$ cat config.mk
export PLATFORM = sky130hd
export DESIGN_NAME = video_timing
export DESIGN_NICKNAME = d
export VERILOG_FILES = /design/src/hw/sprite_pkg.sv /design/src/hw/video_timing.sv
export SDC_FILE = /design/constraint.sdc
export NUM_CORES = 1
export LEC_CHECK = 0
export ABC_AREA = 1
export ABC_CLOCK_PERIOD_IN_PS = 1700
export BUFFER_PORTS_ARGS = -buffer_cell sky130_fd_sc_hd__buf_2
export CAP_MARGIN = 20
export CORE_MARGIN = 4
export CORE_UTILIZATION = 40
export CTS_CLUSTER_DIAMETER = 150
export DETAILED_ROUTE_END_ITERATION = 6
export GPL_TIMING_DRIVEN = 0
export PLACE_DENSITY = 0.71
export RECOVER_POWER = 25
export SLEW_MARGIN = 20
export SYNTH_ARGS = -nofsm -noshare
export SYNTH_HDL_FRONTEND = slang
export SYNTH_SLANG_ARGS = --single-unit
$ cat constraint.sdc
create_clock -name clk -period 1.7 [get_ports clk]
set_input_delay 0.51 -clock clk [delete_from_list [all_inputs] [get_ports clk]]
set_output_delay 0.51 -clock clk [all_outputs]
set_load 0.02 [all_outputs]
$ cat src/hw/sprite_pkg.sv
`default_nettype none

package sprite_pkg;

  // raster geometry in clocks and lines
  localparam int h_display    = 256;
  localparam int h_total      = 309;
  localparam int h_sync_start = 263;
  localparam int h_sync_end   = 286; // exclusive
  localparam int v_display    = 240;
  localparam int v_total      = 262;
  localparam int v_sync_start = 245;
  localparam int v_sync_end   = 248; // exclusive
  localparam int load_line    = 260; // attribute copy line

  localparam int num_sprites  = 32;
  localparam int num_slots    = 8;  // sprites per line

  // phase boundaries on hpos
  localparam int select_end   = 64;  // 2 cycles per sprite
  localparam int paint_end    = 208; // 8 slots x 18 cycles
  localparam int load_end     = 72;  // 64 plus spare

  typedef enum logic [1:0] {
    ph_load,   // copy attributes from ram
    ph_select, // pick sprites for the line
    ph_paint,  // fetch rows and write the buffer
    ph_idle
  } phase_e;

  typedef struct packed {
    logic [8:0] hpos;
    logic [8:0] vpos;
  } raster_t;

  typedef struct packed {
    logic       valid;
    logic [7:0] xpos;
    logic [7:0] ypos;
    logic [3:0] shape; // bitmap rom page
    logic [3:0] color;
  } sprite_t;

  typedef struct packed {
    logic       active;
    logic [7:0] xpos;
    logic [3:0] yofs; // row inside the bitmap
    logic [3:0] shape;
    logic [3:0] color;
  } slot_t;

  typedef struct packed {
    logic       en;
    logic [7:0] col;
    logic [3:0] color;
  } pix_wr_t;

endpackage

`default_nettype wire

$ cat src/hw/video_timing.sv
`timescale 1ns/1ps
`default_nettype none

module video_timing import sprite_pkg::*; (
  input  wire     clk,
  input  wire     rst_n,
  output raster_t raster,
  output logic    hsync,
  output logic    vsync,
  output logic    display_on
);

  logic       h_wrap; // last clock of the line
  logic [8:0] h_next;
  logic [8:0] v_next;

  assign h_wrap = (raster.hpos == 9'(h_total - 1));
  assign h_next = h_wrap ? 9'd0 : raster.hpos + 9'd1;

  always_comb begin
    v_next = raster.vpos;
    if (h_wrap) begin
      // frame wrap after the last blank line
      v_next = (raster.vpos == 9'(v_total - 1)) ? 9'd0 : raster.vpos + 9'd1;
    end
  end

  // outputs decoded from the next position so they line up with raster
  always_ff @(posedge clk) begin
    if (!rst_n) begin
      raster     <= '0;
      hsync      <= 1'b0;
      vsync      <= 1'b0;
      display_on <= 1'b0;
    end else begin
      raster.hpos <= h_next;
      raster.vpos <= v_next;
      hsync       <= (h_next >= 9'(h_sync_start)) && (h_next < 9'(h_sync_end));
      vsync       <= (v_next >= 9'(v_sync_start)) && (v_next < 9'(v_sync_end));
      display_on  <= (h_next < 9'(h_display)) && (v_next < 9'(v_display));
    end
  end

endmodule

`default_nettype wire

### Yosys cells after proc, flatten, opt, wreduce, memory -nomap -nowiden

Index checks and enable logic that the tools add are counted.

* register bits: 21
* input bits: 2
* output and inout bits: 21
* logic and storage cells: 21

* $add $sub $neg: 2
* $lt $le $gt $ge: 6
* equal/unequal tests: 2
* multiplexer cells: 3
* reductions and logical operators: 3

Operators with widths (number)
* $mux 9: 3
* $add 9x1->9 const B: 2
* $eq 9x9->1 const B: 2
* $lt 9x8->1 const B: 2
* $lt 9x9->1 const B: 2
* $ge 9x8->1 const B: 1
* $ge 9x9->1 const B: 1
* $logic_and 1x1->1: 3

### Depth between registers and ports, before layout

Gate-level depths: netlist (run 1).

* depth after elaboration: 5
* depth in mapped cells: 13
* mapped depth without buffers: 13

### Worst setup path before layout (run 1)

No wires, ideal clock.

* path kind: reg2reg
* start point: register raster[9] (netlist bit)
* end point: register vsync
* library setup time: 0.064 ns
* arrival time: 1.517 ns
* required time: 1.636 ns
* path slack: 0.119 ns
* stages on the path, launching flop included: 12
* path buffers: 0
* clock period less this slack: 1.581 ns
* cell sequence: dfxtp_1 -> inv_1 -> ha_1 -> nand2_2 -> inv_2 -> nand2_1 -> nor2_4 -> nand2_1 -> nand2_1 -> nor3_1 -> nand3_1 -> nor2_1

* longest elaborated chain between the ends: 4
* elaborated cells between the ends (all ways): 5
* classes of those cells: 2 x order compare; 1 x eq/ne; 1 x mux; 1 x reduce/logical

RTL lines
* start, declared: RTL line video_timing.sv:7 `output raster_t raster,`
* $eq 9x9->1 (*): RTL line video_timing.sv:17 `assign h_wrap = (raster.hpos == 9'(h_total - 1));`
* $mux 9 (*): RTL line video_timing.sv:22 `if (h_wrap) begin`
* $ge 9x8->1 or $lt 9x8->1 (tied branches): RTL line video_timing.sv:39 `vsync <= (v_next >= 9'(v_sync_start)) && (v_next < 9'(v_sync_end));`
* $logic_and 1x1->1 (*): RTL line video_timing.sv:39
* end signal, assigned: RTL line video_timing.sv:39
* end, declared: RTL line video_timing.sv:9 `output logic vsync,`

Every way passes the cells marked *; elsewhere a longest branch is shown, timed or not.
A chain may end at the register's enable or synchronous reset.

### Worst setup path after layout (run 1)

* start point: register raster[1] (netlist bit)
* end point: register vsync

* longest elaborated chain between the ends: 5
* elaborated cells between the ends (all ways): 7
* classes of those cells: 1 x add/sub; 2 x order compare; 1 x eq/ne; 2 x mux; 1 x reduce/logical

RTL lines
* $add 9x1->9 or $eq 9x9->1 (tied branches): RTL line video_timing.sv:24 `v_next = (raster.vpos == 9'(v_total - 1)) ? 9'd0 : raster.vpos + 9'd1;`
* $mux 9: RTL line video_timing.sv:24
* $mux 9 (*): RTL line video_timing.sv:22
* $ge 9x8->1 or $lt 9x8->1 (tied branches): RTL line video_timing.sv:39
* $logic_and 1x1->1 (*): RTL line video_timing.sv:39

Marked as above.

==> results of run 1 <==
-- synthesized netlist by cell type --
library cell  number  share of area
nand2_1           45           0.13
nor2_1            40           0.12
nand3_1           24          0.094
inv_1             23          0.068
dfxtp_1           21           0.33
nor3_1             9          0.035
a21oi_1            6          0.024
nand4_1            6          0.029
ha_1               4          0.039
nor2_4             4          0.035
inv_2              3         0.0088
nand2_2            2         0.0098
nor2_2             2         0.0098
or2_2              2         0.0098
a21o_1             1         0.0059
buf_4              1         0.0059
clkbuf_1           1         0.0029
clkinv_4           1         0.0069
nand2_4            1         0.0088
nand3_2            1         0.0079
nor3_2             1         0.0079
o21ai_0            1         0.0039
xor2_1             1         0.0069
-- through the flow --
| step | setup WS [ns] | instances | hold WS, ns | area (um2) |
|---|---|---|---|---|
| 2_1_floorplan | 0.119 | 200 | 0.605 | 1270 |
| 3_3_place_gp | -0.0401 | 266 | 0.510 | 1440 |
| 3_5_place_dp | -0.00229 | 266 | 0.514 | 1440 |
| 4_1_cts | 0.0334 | 270 | 0.469 | 1470 |
| 5_1_grt | -0.0419 | 271 | 0.467 | 1530 |
| 6_report | 0.0887 | 271 | 0.464 | 1530 |
-- final timing paths --
check | from | end | cells after the start
worst min register to register | raster[9] | raster[9] | 1
worst max-delay path | raster[1] | vsync | 11
worst min-delay path | raster[9] | raster[9] | 1
worst max register to register | raster[1] | vsync | 11
-- per-layer routing --
| layer | vias to the layer above | GRT usage | part of all wire |
|---|---|---|---|
| met5 | - | 0 | 0 |
| met4 | 0 | 0.0633 | 0.018 |
| met3 | 5 | 0.0243 | 0.064 |
| met2 | 34 | 0.228 | 0.43 |
| met1 | 576 | 0.213 | 0.48 |
| li1 | 697 | - | - |
-- registers in the layout, indices dropped and copies added, names as in the netlist --
register,count
raster,18
display_on,1
hsync,1
vsync,1
-- repair_timing --
action,in CTS,in global routing
resized for setup,1,16
pin swaps,0,5
endpoints found under the setup margin,1,3
hold buffers,0,0
setup buffers,0,1
-- layout make-up --
class                      count  area [um2]
buffer                         2        11.3
multi-input combinational    150         788
tap                           44        55.1
clock buffer                   3        22.5
inverter                      27         106
fill                         321        1530
timing repair buffer          23         113
clock inverter                 1        5.00
sequential                    21         425
-- worst max-delay path, cell delays in order (launching register included) --
cell	delay, ns
dfxtp_1	0.41
inv_1	0.08
ha_1	0.20
inv_1	0.06
nor2_1	0.03
nand2_1	0.07
nor2_1	0.06
nand2_1	0.07
nand2_1	0.12
nor3_2	0.24
nand3_1	0.12
nor2_1	0.11
-- power by group --
part	leakage [uW]	internal (uW)	switching [uW]
Clock	0.0000177	88.2	167
Combinational	0.000530	24.2	44.0
Sequential	0.000171	500	5.73
-- logic make-up after synthesis --
group	share of synthesized area
AND/OR/NAND/NOR	0.499
buffers and inverters	0.0922
flip-flops	0.330
AO/OA/AOI/OAI	0.0334
XOR/XNOR	0.00687
adder cells (fa/ha/maj)	0.0393
==> summary.txt, run 1 <==
vias in the first global route = 1079
Root Driver = clkbuf_4
Total Routing Usage GR = 0.151
cts bufs inserted = 3
Hold Crit Class = reg -> reg
commonest non-fill, non-tap cell in the layout = nand2_1
Nets = 234
maxcap violations = 0
Critical Path End Type = register
clock latency on the worst-skew pair = 0.32 ns
H-tree depth = 1
Synth Net Count = 206
Core Util, Final = 0.500
Post-DRT Antenna Nets = 0
Die Y = 64.5 um
Slew @ Worst Pin = 0.513 ns
drt total wl = 2980 um
synthesis-stage register bit count = 21
Avg Cell Area, Syn = 6.37 um2
total grt overflow = 0
Netlist Area Pre-Place = 1270 um2
leakage = 0.000719 uW
drt first pass iters = 4
sequential area share after synthesis = 0.330
Startpoint Class = register
number of diodes = 0
first-pass GRT wire length = 5000 um
Final Skew = 0.00501 ns
placer's final routability congestion estimate = 0.817
Max-Slew Margin vs Limit = 0.658
clk sink count = 21
DR vias = 1312
Routed WL per cell = 11.0 um
crit path max fanout = 4
total chip power = 829 uW
count of cell types in the netlist = 23
# IOs = 23
Layout area overhead = 19.7%
period utilization = 0.948
Setup TNS Final = 0 ns
critical path class = reg -> reg
Residual DRC = 0
VDD IR-drop max = 214 uV
post-DP HPWL = 2300 um
CTS tree = built
fmax = 621 MHz
power density cells = 543 nW/um2
setup slack, reg-to-reg = 0.09 ns
Initial Utilization = 0.418
commonest non-fill, non-tap cells in the layout = 43 x nand2_1, 38 x nor2_1, 23 x nand3_1
crit path DAT = 1.88 ns
status = completed
layout cells sized above 1 = 0.238
Post-Synthesis Cells = 200
setup violators final = 0
Hold Vio Cnt, Final = 0
vias per cell = 4.84
Core Region = 3050 um2
FP Rows = 20
Worst-path clk slew = 0.13 ns
yosys warns = 0
PortBufs = 22
Critical Path RT = 1.97 ns
initial drt markers = 64
die area = 4150 um2
Tmin final = 1.61 ns
die width = 64.5 um
largest net degree at the start of global routing = 13
Slew Viols, Final = 0
antenna violations before repair = 0
Clock Path Buffers = 2
Note: power is estimated with default switching activity, not from simulation.
==> run 2: changes to the inputs <==
==> constraint.sdc (replaced) <==
create_clock -name clk -period 1.7 [get_ports clk]
set_input_delay 0.085 -clock clk [delete_from_list [all_inputs] [get_ports clk]]
set_output_delay 0.085 -clock clk [all_outputs]
set_load 0.02 [all_outputs]
==> run 2 against run 1 <==
Die area did not move. Non-clock buffer count did not move. Global-route usage did not move. Critical path type unchanged. Critical endpoint unchanged.
==> summary.txt, run 2 (synthesized netlist as in run 1, its figures left out) <==
status = completed
Final Skew = 0.00491 ns
Clock Path Buffers = 2
Slew Viols, Final = 0
Slew @ Worst Pin = 0.509 ns
Routed WL per cell = 11.0 um
Nets = 234
Non-Filler Instances = 271
largest net degree at the start of global routing = 13
placer's final routability congestion estimate = 0.817
Die Y = 64.5 um
# IOs = 23
FP Rows = 20
leakage = 0.000693 uW
antenna violations before repair = 0
drt total wl = 2990 um
Filler cells = 326
initial drt markers = 69
layout cells sized above 1 = 0.211
Final WS setup = 0.0851 ns
register area = 425 um2
number of buffers inserted by hold repair at cts = 0
Core Region = 3050 um2
critical path class = reg -> reg
Startpoint Class = register
commonest non-fill, non-tap cells in the layout = 43 x nand2_1, 38 x nor2_1, 23 x nand3_1
vias per cell = 4.85
setup violators final = 0
Initial Utilization = 0.418
total grt overflow = 0
Tmin final = 1.61 ns
first-pass GRT wire length = 5000 um
period utilization = 0.950
Critical Path RT = 1.97 ns
maxcap violations = 0
die width = 64.5 um
max layer used = met4
Post-DRT Antenna Nets = 0
number of flip-flops in the largest register = 18
power density cells = 546 nW/um2
Max-Slew Margin vs Limit = 0.661
Largest Register = raster
metal2 WL = 1300 um
drt first pass iters = 4
Placed Area = 1440 um2
met3 wire len = 178 um
H-tree depth = 1
PortBufs = 22
pre-CTS setup slack = -0.00229 ns
commonest non-fill, non-tap cell in the layout = nand2_1
Hold Vio Cnt, Final = 0
Post-Layout Inst Area = 1520 um2
Root Driver = clkbuf_4
Hold Crit Class = in -> reg
die area = 4150 um2
number of diodes = 0
Total Routing Usage GR = 0.151
DR vias = 1315
clock latency on the worst-skew pair = 0.32 ns
CTS tree = built
Residual DRC = 0
Layout area overhead = 19.1%
# placed instances = 266
DRT met1 WL = 1450 um
vias in the first global route = 1079
crit path max fanout = 4
Multi-input gate area = 788 um2
cts bufs inserted = 3
post-DP HPWL = 2300 um
Worst-path clk slew = 0.13 ns
crit path DAT = 1.89 ns
clk sink count = 21
fmax = 619 MHz
VDD IR-drop max = 214 uV
Critical Path End Type = register
run 2: critical path, stage by stage (launching register included):
cell and delay [ns]:
dfxtp_1 0.41, inv_1 0.08, ha_1 0.20, inv_1 0.06, nor2_1 0.03, nand2_1 0.07
nor2_1 0.06, nand2_1 0.07, nand2_1 0.12, nor3_2 0.24, nand3_1 0.12, nor2_1 0.11
run 2: final cells by class:
type                            instances  area share
Buffer                                  2     0.00741
Timing Repair Buffer                   23      0.0692
Clock buffer                            3      0.0148
Multi-Input combinational cell        150       0.519
Tap cell                               44      0.0362
Sequential cell                        21       0.280
Clock inverter                          1     0.00329
Inverter                               27      0.0700
run 2: metrics by stage:
step / util / power [uW] / setup TNS [ns] / hold slack (ns)
after floorplan: - / 561 / 0 / 0.229
after global placement: 0.472 / 577 / -0.0401 / 0.396
after detailed placement: 0.472 / 578 / -0.00229 / 0.399
after CTS: 0.481 / 832 / 0 / 0.0462
after global routing: 0.498 / 859 / -0.0419 / 0.0417
final: 0.498 / 829 / 0 / 0.0477
run 2: path summary, 6_finish.rpt:
kind                              endpoint  cells after the start  slack, ns       from
worst max-delay path                 vsync                     11       0.09  raster[1]
worst min-delay path            display_on                      3       0.05      rst_n
worst min register to register   raster[9]                      1       0.46  raster[9]
worst max register to register       vsync                     11       0.09  raster[1]
run 2: power breakdown:
part	switching, uW	internal, uW	leakage, uW	total [uW]
combinational	43.9	23.4	0.000505	67.3
sequential	5.82	500	0.000171	505
clock	168	88.2	0.0000177	257
total	218	611	0.000693	829
run 2: what timing repair did:
action / CTS / global route
resized for setup: 1 / 16
setup endpoints to repair: 1 / 3
endpoints found under the hold margin: 0 / 0
pin swaps: 0 / 5
setup buffers: 0 / 1
run 2: per-layer routing:
metal	track usage	vias to the layer above
li1	-	699
met4	0.0633	0
met3	0.0243	5
met5	0	-
met1	0.213	580
met2	0.228	31
==> run 3: changes to the inputs <==
Settings changed: ABC_AREA 1 to default, CTS_BUF_LIST from default to sky130_fd_sc_hd__clkbuf_8, CTS_CLUSTER_DIAMETER 150 to default, PLACE_DENSITY 0.71 to 0.72.
==> run 3 against run 2 <==
The flow now finishes with violations (negative setup slack). Clock skew decreased by 0.0011 ns. Non-clock buffer count increased by 16. Register-to-register slack got worse by 0.26 ns. Combinational power increased by 14%. Clock-buffer cell count unchanged. Clock power increased by 30%. Core utilization increased by 5.9 points. Die area decreased by 1.2%. Sequential share of layout area decreased by 2.1 points. Power increased by 10%. Sequential power about the same. Critical path type unchanged. Critical endpoint is now display_on. Highest routed layer unchanged.
==> summary.txt, run 3 <==
status = finished, violations left
violated checks = negative setup slack
Comb power frac = 0.084
Worst-path clk slew = 0.08 ns
Nets = 190
Netlist Area Pre-Place = 1260 um2
Post-Synthesis Cells = 150
Root Driver = clkbuf_8
PortBufs = 22
crit path max-delay cell type = or4_1
Hold Slack = 0.122 ns
Post-synth top cells = 21 x dfxtp_1, 13 x nor2_1, 8 x clkbuf_1, 8 x nand2_1
Tmin final = 1.88 ns
# IOs = 23
Synth Area in Compound Gates = 0.170
commonest non-fill, non-tap cell in the layout = buf_2
power density cells = 542 nW/um2
first-pass GRT wire length = 5130 um
clk sink count = 21
drt first pass iters = 4
Avg Cell Area, Syn = 8.38 um2
Synth Net Count = 156
Total Routing Usage GR = 0.157
number of flip-flops in the largest register = 18
switching part of the total = 0.243
maxcap violations = 0
Residual DRC = 0
count of cell types in the netlist = 48
slowest stage delay, CP = 0.45 ns
Final WS setup = -0.176 ns
VDD IR-drop max = 298 uV
period utilization = 1.10
Final Skew = 0.00382 ns
post-DP HPWL = 2140 um
largest net degree at the start of global routing = 13
Startpoint Class = register
Slew Viols, Final = 0
total chip power = 914 uW
mux share of post-synthesis cell area = 0.00796
drt total wl = 3110 um
yosys warns = 0
Critical Path End Type = register
Placed Area = 1470 um2
Synth Area in XOR/XNOR = 0.0557
die area = 4100 um2
Switch Pwr = 223 uW
number of diodes = 0
total grt overflow = 0
Largest Register = raster
clock power share = 0.365
share of the synthesized area in the top cell type = 0.334
layout cells sized above 1 = 0.372
RSZ-0062 raised after global routing = yes
Layout area overhead = 34.1%
cts bufs inserted = 3
critical path class = reg -> reg
H-tree depth = 1
initial drt markers = 98
clock latency on the worst-skew pair = 0.26 ns
die width = 64.1 um
area leader, netlist = dfxtp_1
Die Y = 64.1 um
top post-synthesis cells by area = dfxtp_1 33%, xnor2_1 4.9%, ha_1 4.0%
internal power = 692 uW
sequential area share after synthesis = 0.334
fmax = 533 MHz
placer's final routability congestion estimate = 0.861
commonest non-fill, non-tap cells in the layout = 16 x buf_2, 14 x dfxtp_1, 13 x nor2_1
Critical Path RT = 1.85 ns
vias per cell = 5.37
Initial Utilization = 0.415
vias in the first global route = 1182
most numerous cell in the Yosys netlist = dfxtp_1
Post-Synth Simple-Gate Area = 0.324
Async SR Flop Fraction = 0
Clock Path Buffers = 2
Core Region = 3030 um2
EDFF count, synth = 0
Slew @ Worst Pin = 0.411 ns
Most used DFF post-synth = dfxtp_1
antenna violations before repair = 0
worst path cell trace = clkbuf_1 -> nand2_1 -> or4_1 -> a21oi_2 -> o2111ai_2 -> nor3b_2
number of buffers inserted by hold repair at cts = 0
synthesis-stage register bit count = 21
Routed WL per cell = 13.7 um
Post-Synth Adder-Cell Area = 0.0398
Max-Slew Margin vs Limit = 0.725
setup slack, reg-to-reg = -0.18 ns
largest family of logic cells by synthesized area = simple AND/OR/NAND/NOR gates
crit path DAT = 2.03 ns
leakage = 0.000673 uW
FP Rows = 20
Reg power frac = 0.551
setup violators final = 8
Hold Crit Class = in -> reg
Post-DRT Antenna Nets = 0
crit path max fanout = 9
DR vias = 1218
CTS tree = built
Post-Layout Inst Area = 1690 um2
Hold Vio Cnt, Final = 0
## run 3: changes by cell type after synthesis, moves of 5 or more
cell,before,now
and2_1,0,6
nand2_1,45,8
clkbuf_1,1,8
xnor2_1,0,7
nand3_1,24,6
nor3_1,9,4
o21ai_0,1,7
inv_1,23,6
nor2_1,40,13
## run 3: kinds of logic after synthesis
| kind of cell | Yosys count |
|---|---|
| buffers and inverters | 18 |
| flip-flops | 21 |
| XOR/XNOR | 8 |
| multiplexers | 1 |
| adder cells (fa/ha/maj) | 4 |
| AO/OA/AOI/OAI | 31 |
| AND/OR/NAND/NOR | 67 |
## run 3: power by group through the flow
stage / Combinational [uW] / Clock (uW) / Sequential, uW
5_1_grt: 84.4 / 374 / 505
3_5_place_dp: 62.2 / 0 / 518
4_1_cts: 73.3 / 345 / 502
6_report: 76.8 / 334 / 503
2_1_floorplan: 35.9 / 0 / 525
3_3_place_gp: 61.6 / 0 / 517
## run 3: worst max-delay path, delay by kind of cell, from the launching register on
| family | cells | cell delay (ns) |
|---|---|---|
| buf+inv | 1 | 0.30 |
| compound gates | 2 | 0.31 |
| flops | 1 | 0.33 |
| simple gates | 3 | 0.83 |
## run 3: cell type report
class	count	area (um2)
buffer	9	70.1
sequential	21	437
tap	44	55.1
timing repair buffer	32	185
inverter	6	27.5
clock inverter	1	5.00
fill	291	1340
clock buffer	3	41.3
multi-input combinational	111	866
## run 3: final timing paths
check / to / cells after the start / from
max: display_on / 6 / raster[3]
min: raster[6] / 2 / rst_n
max reg2reg: display_on / 6 / raster[3]
min reg2reg: raster[7] / 2 / raster[7]
## run 3: through the flow
step / util / setup TNS (ns) / instances / worst slack, ns
after CTS: 0.548 / -0.705 / 228 / -0.167
after global routing: 0.557 / -1.81 / 227 / -0.247
after detailed placement: 0.487 / -1.46 / 216 / -0.315
after global placement: 0.487 / -0.963 / 216 / -0.269
final: 0.557 / -0.615 / 227 / -0.176
after floorplan: - / -0.198 / 150 / -0.0913
## run 3: per-layer routing
layer | GRT usage | up-vias | share of wire
li1 | - | 598 | -
met1 | 0.182 | 582 | 0.43
met2 | 0.274 | 27 | 0.50
met3 | 0.0316 | 11 | 0.040
met4 | 0.0728 | 0 | 0.029
met5 | 0 | - | 0
## run 3: timing repair
action	in CTS	in global routing
gates resized for setup	20	10
endpoints found under the hold margin	0	0
setup buffers	9	1
setup endpoints to repair	17	18
pin swaps	6	5
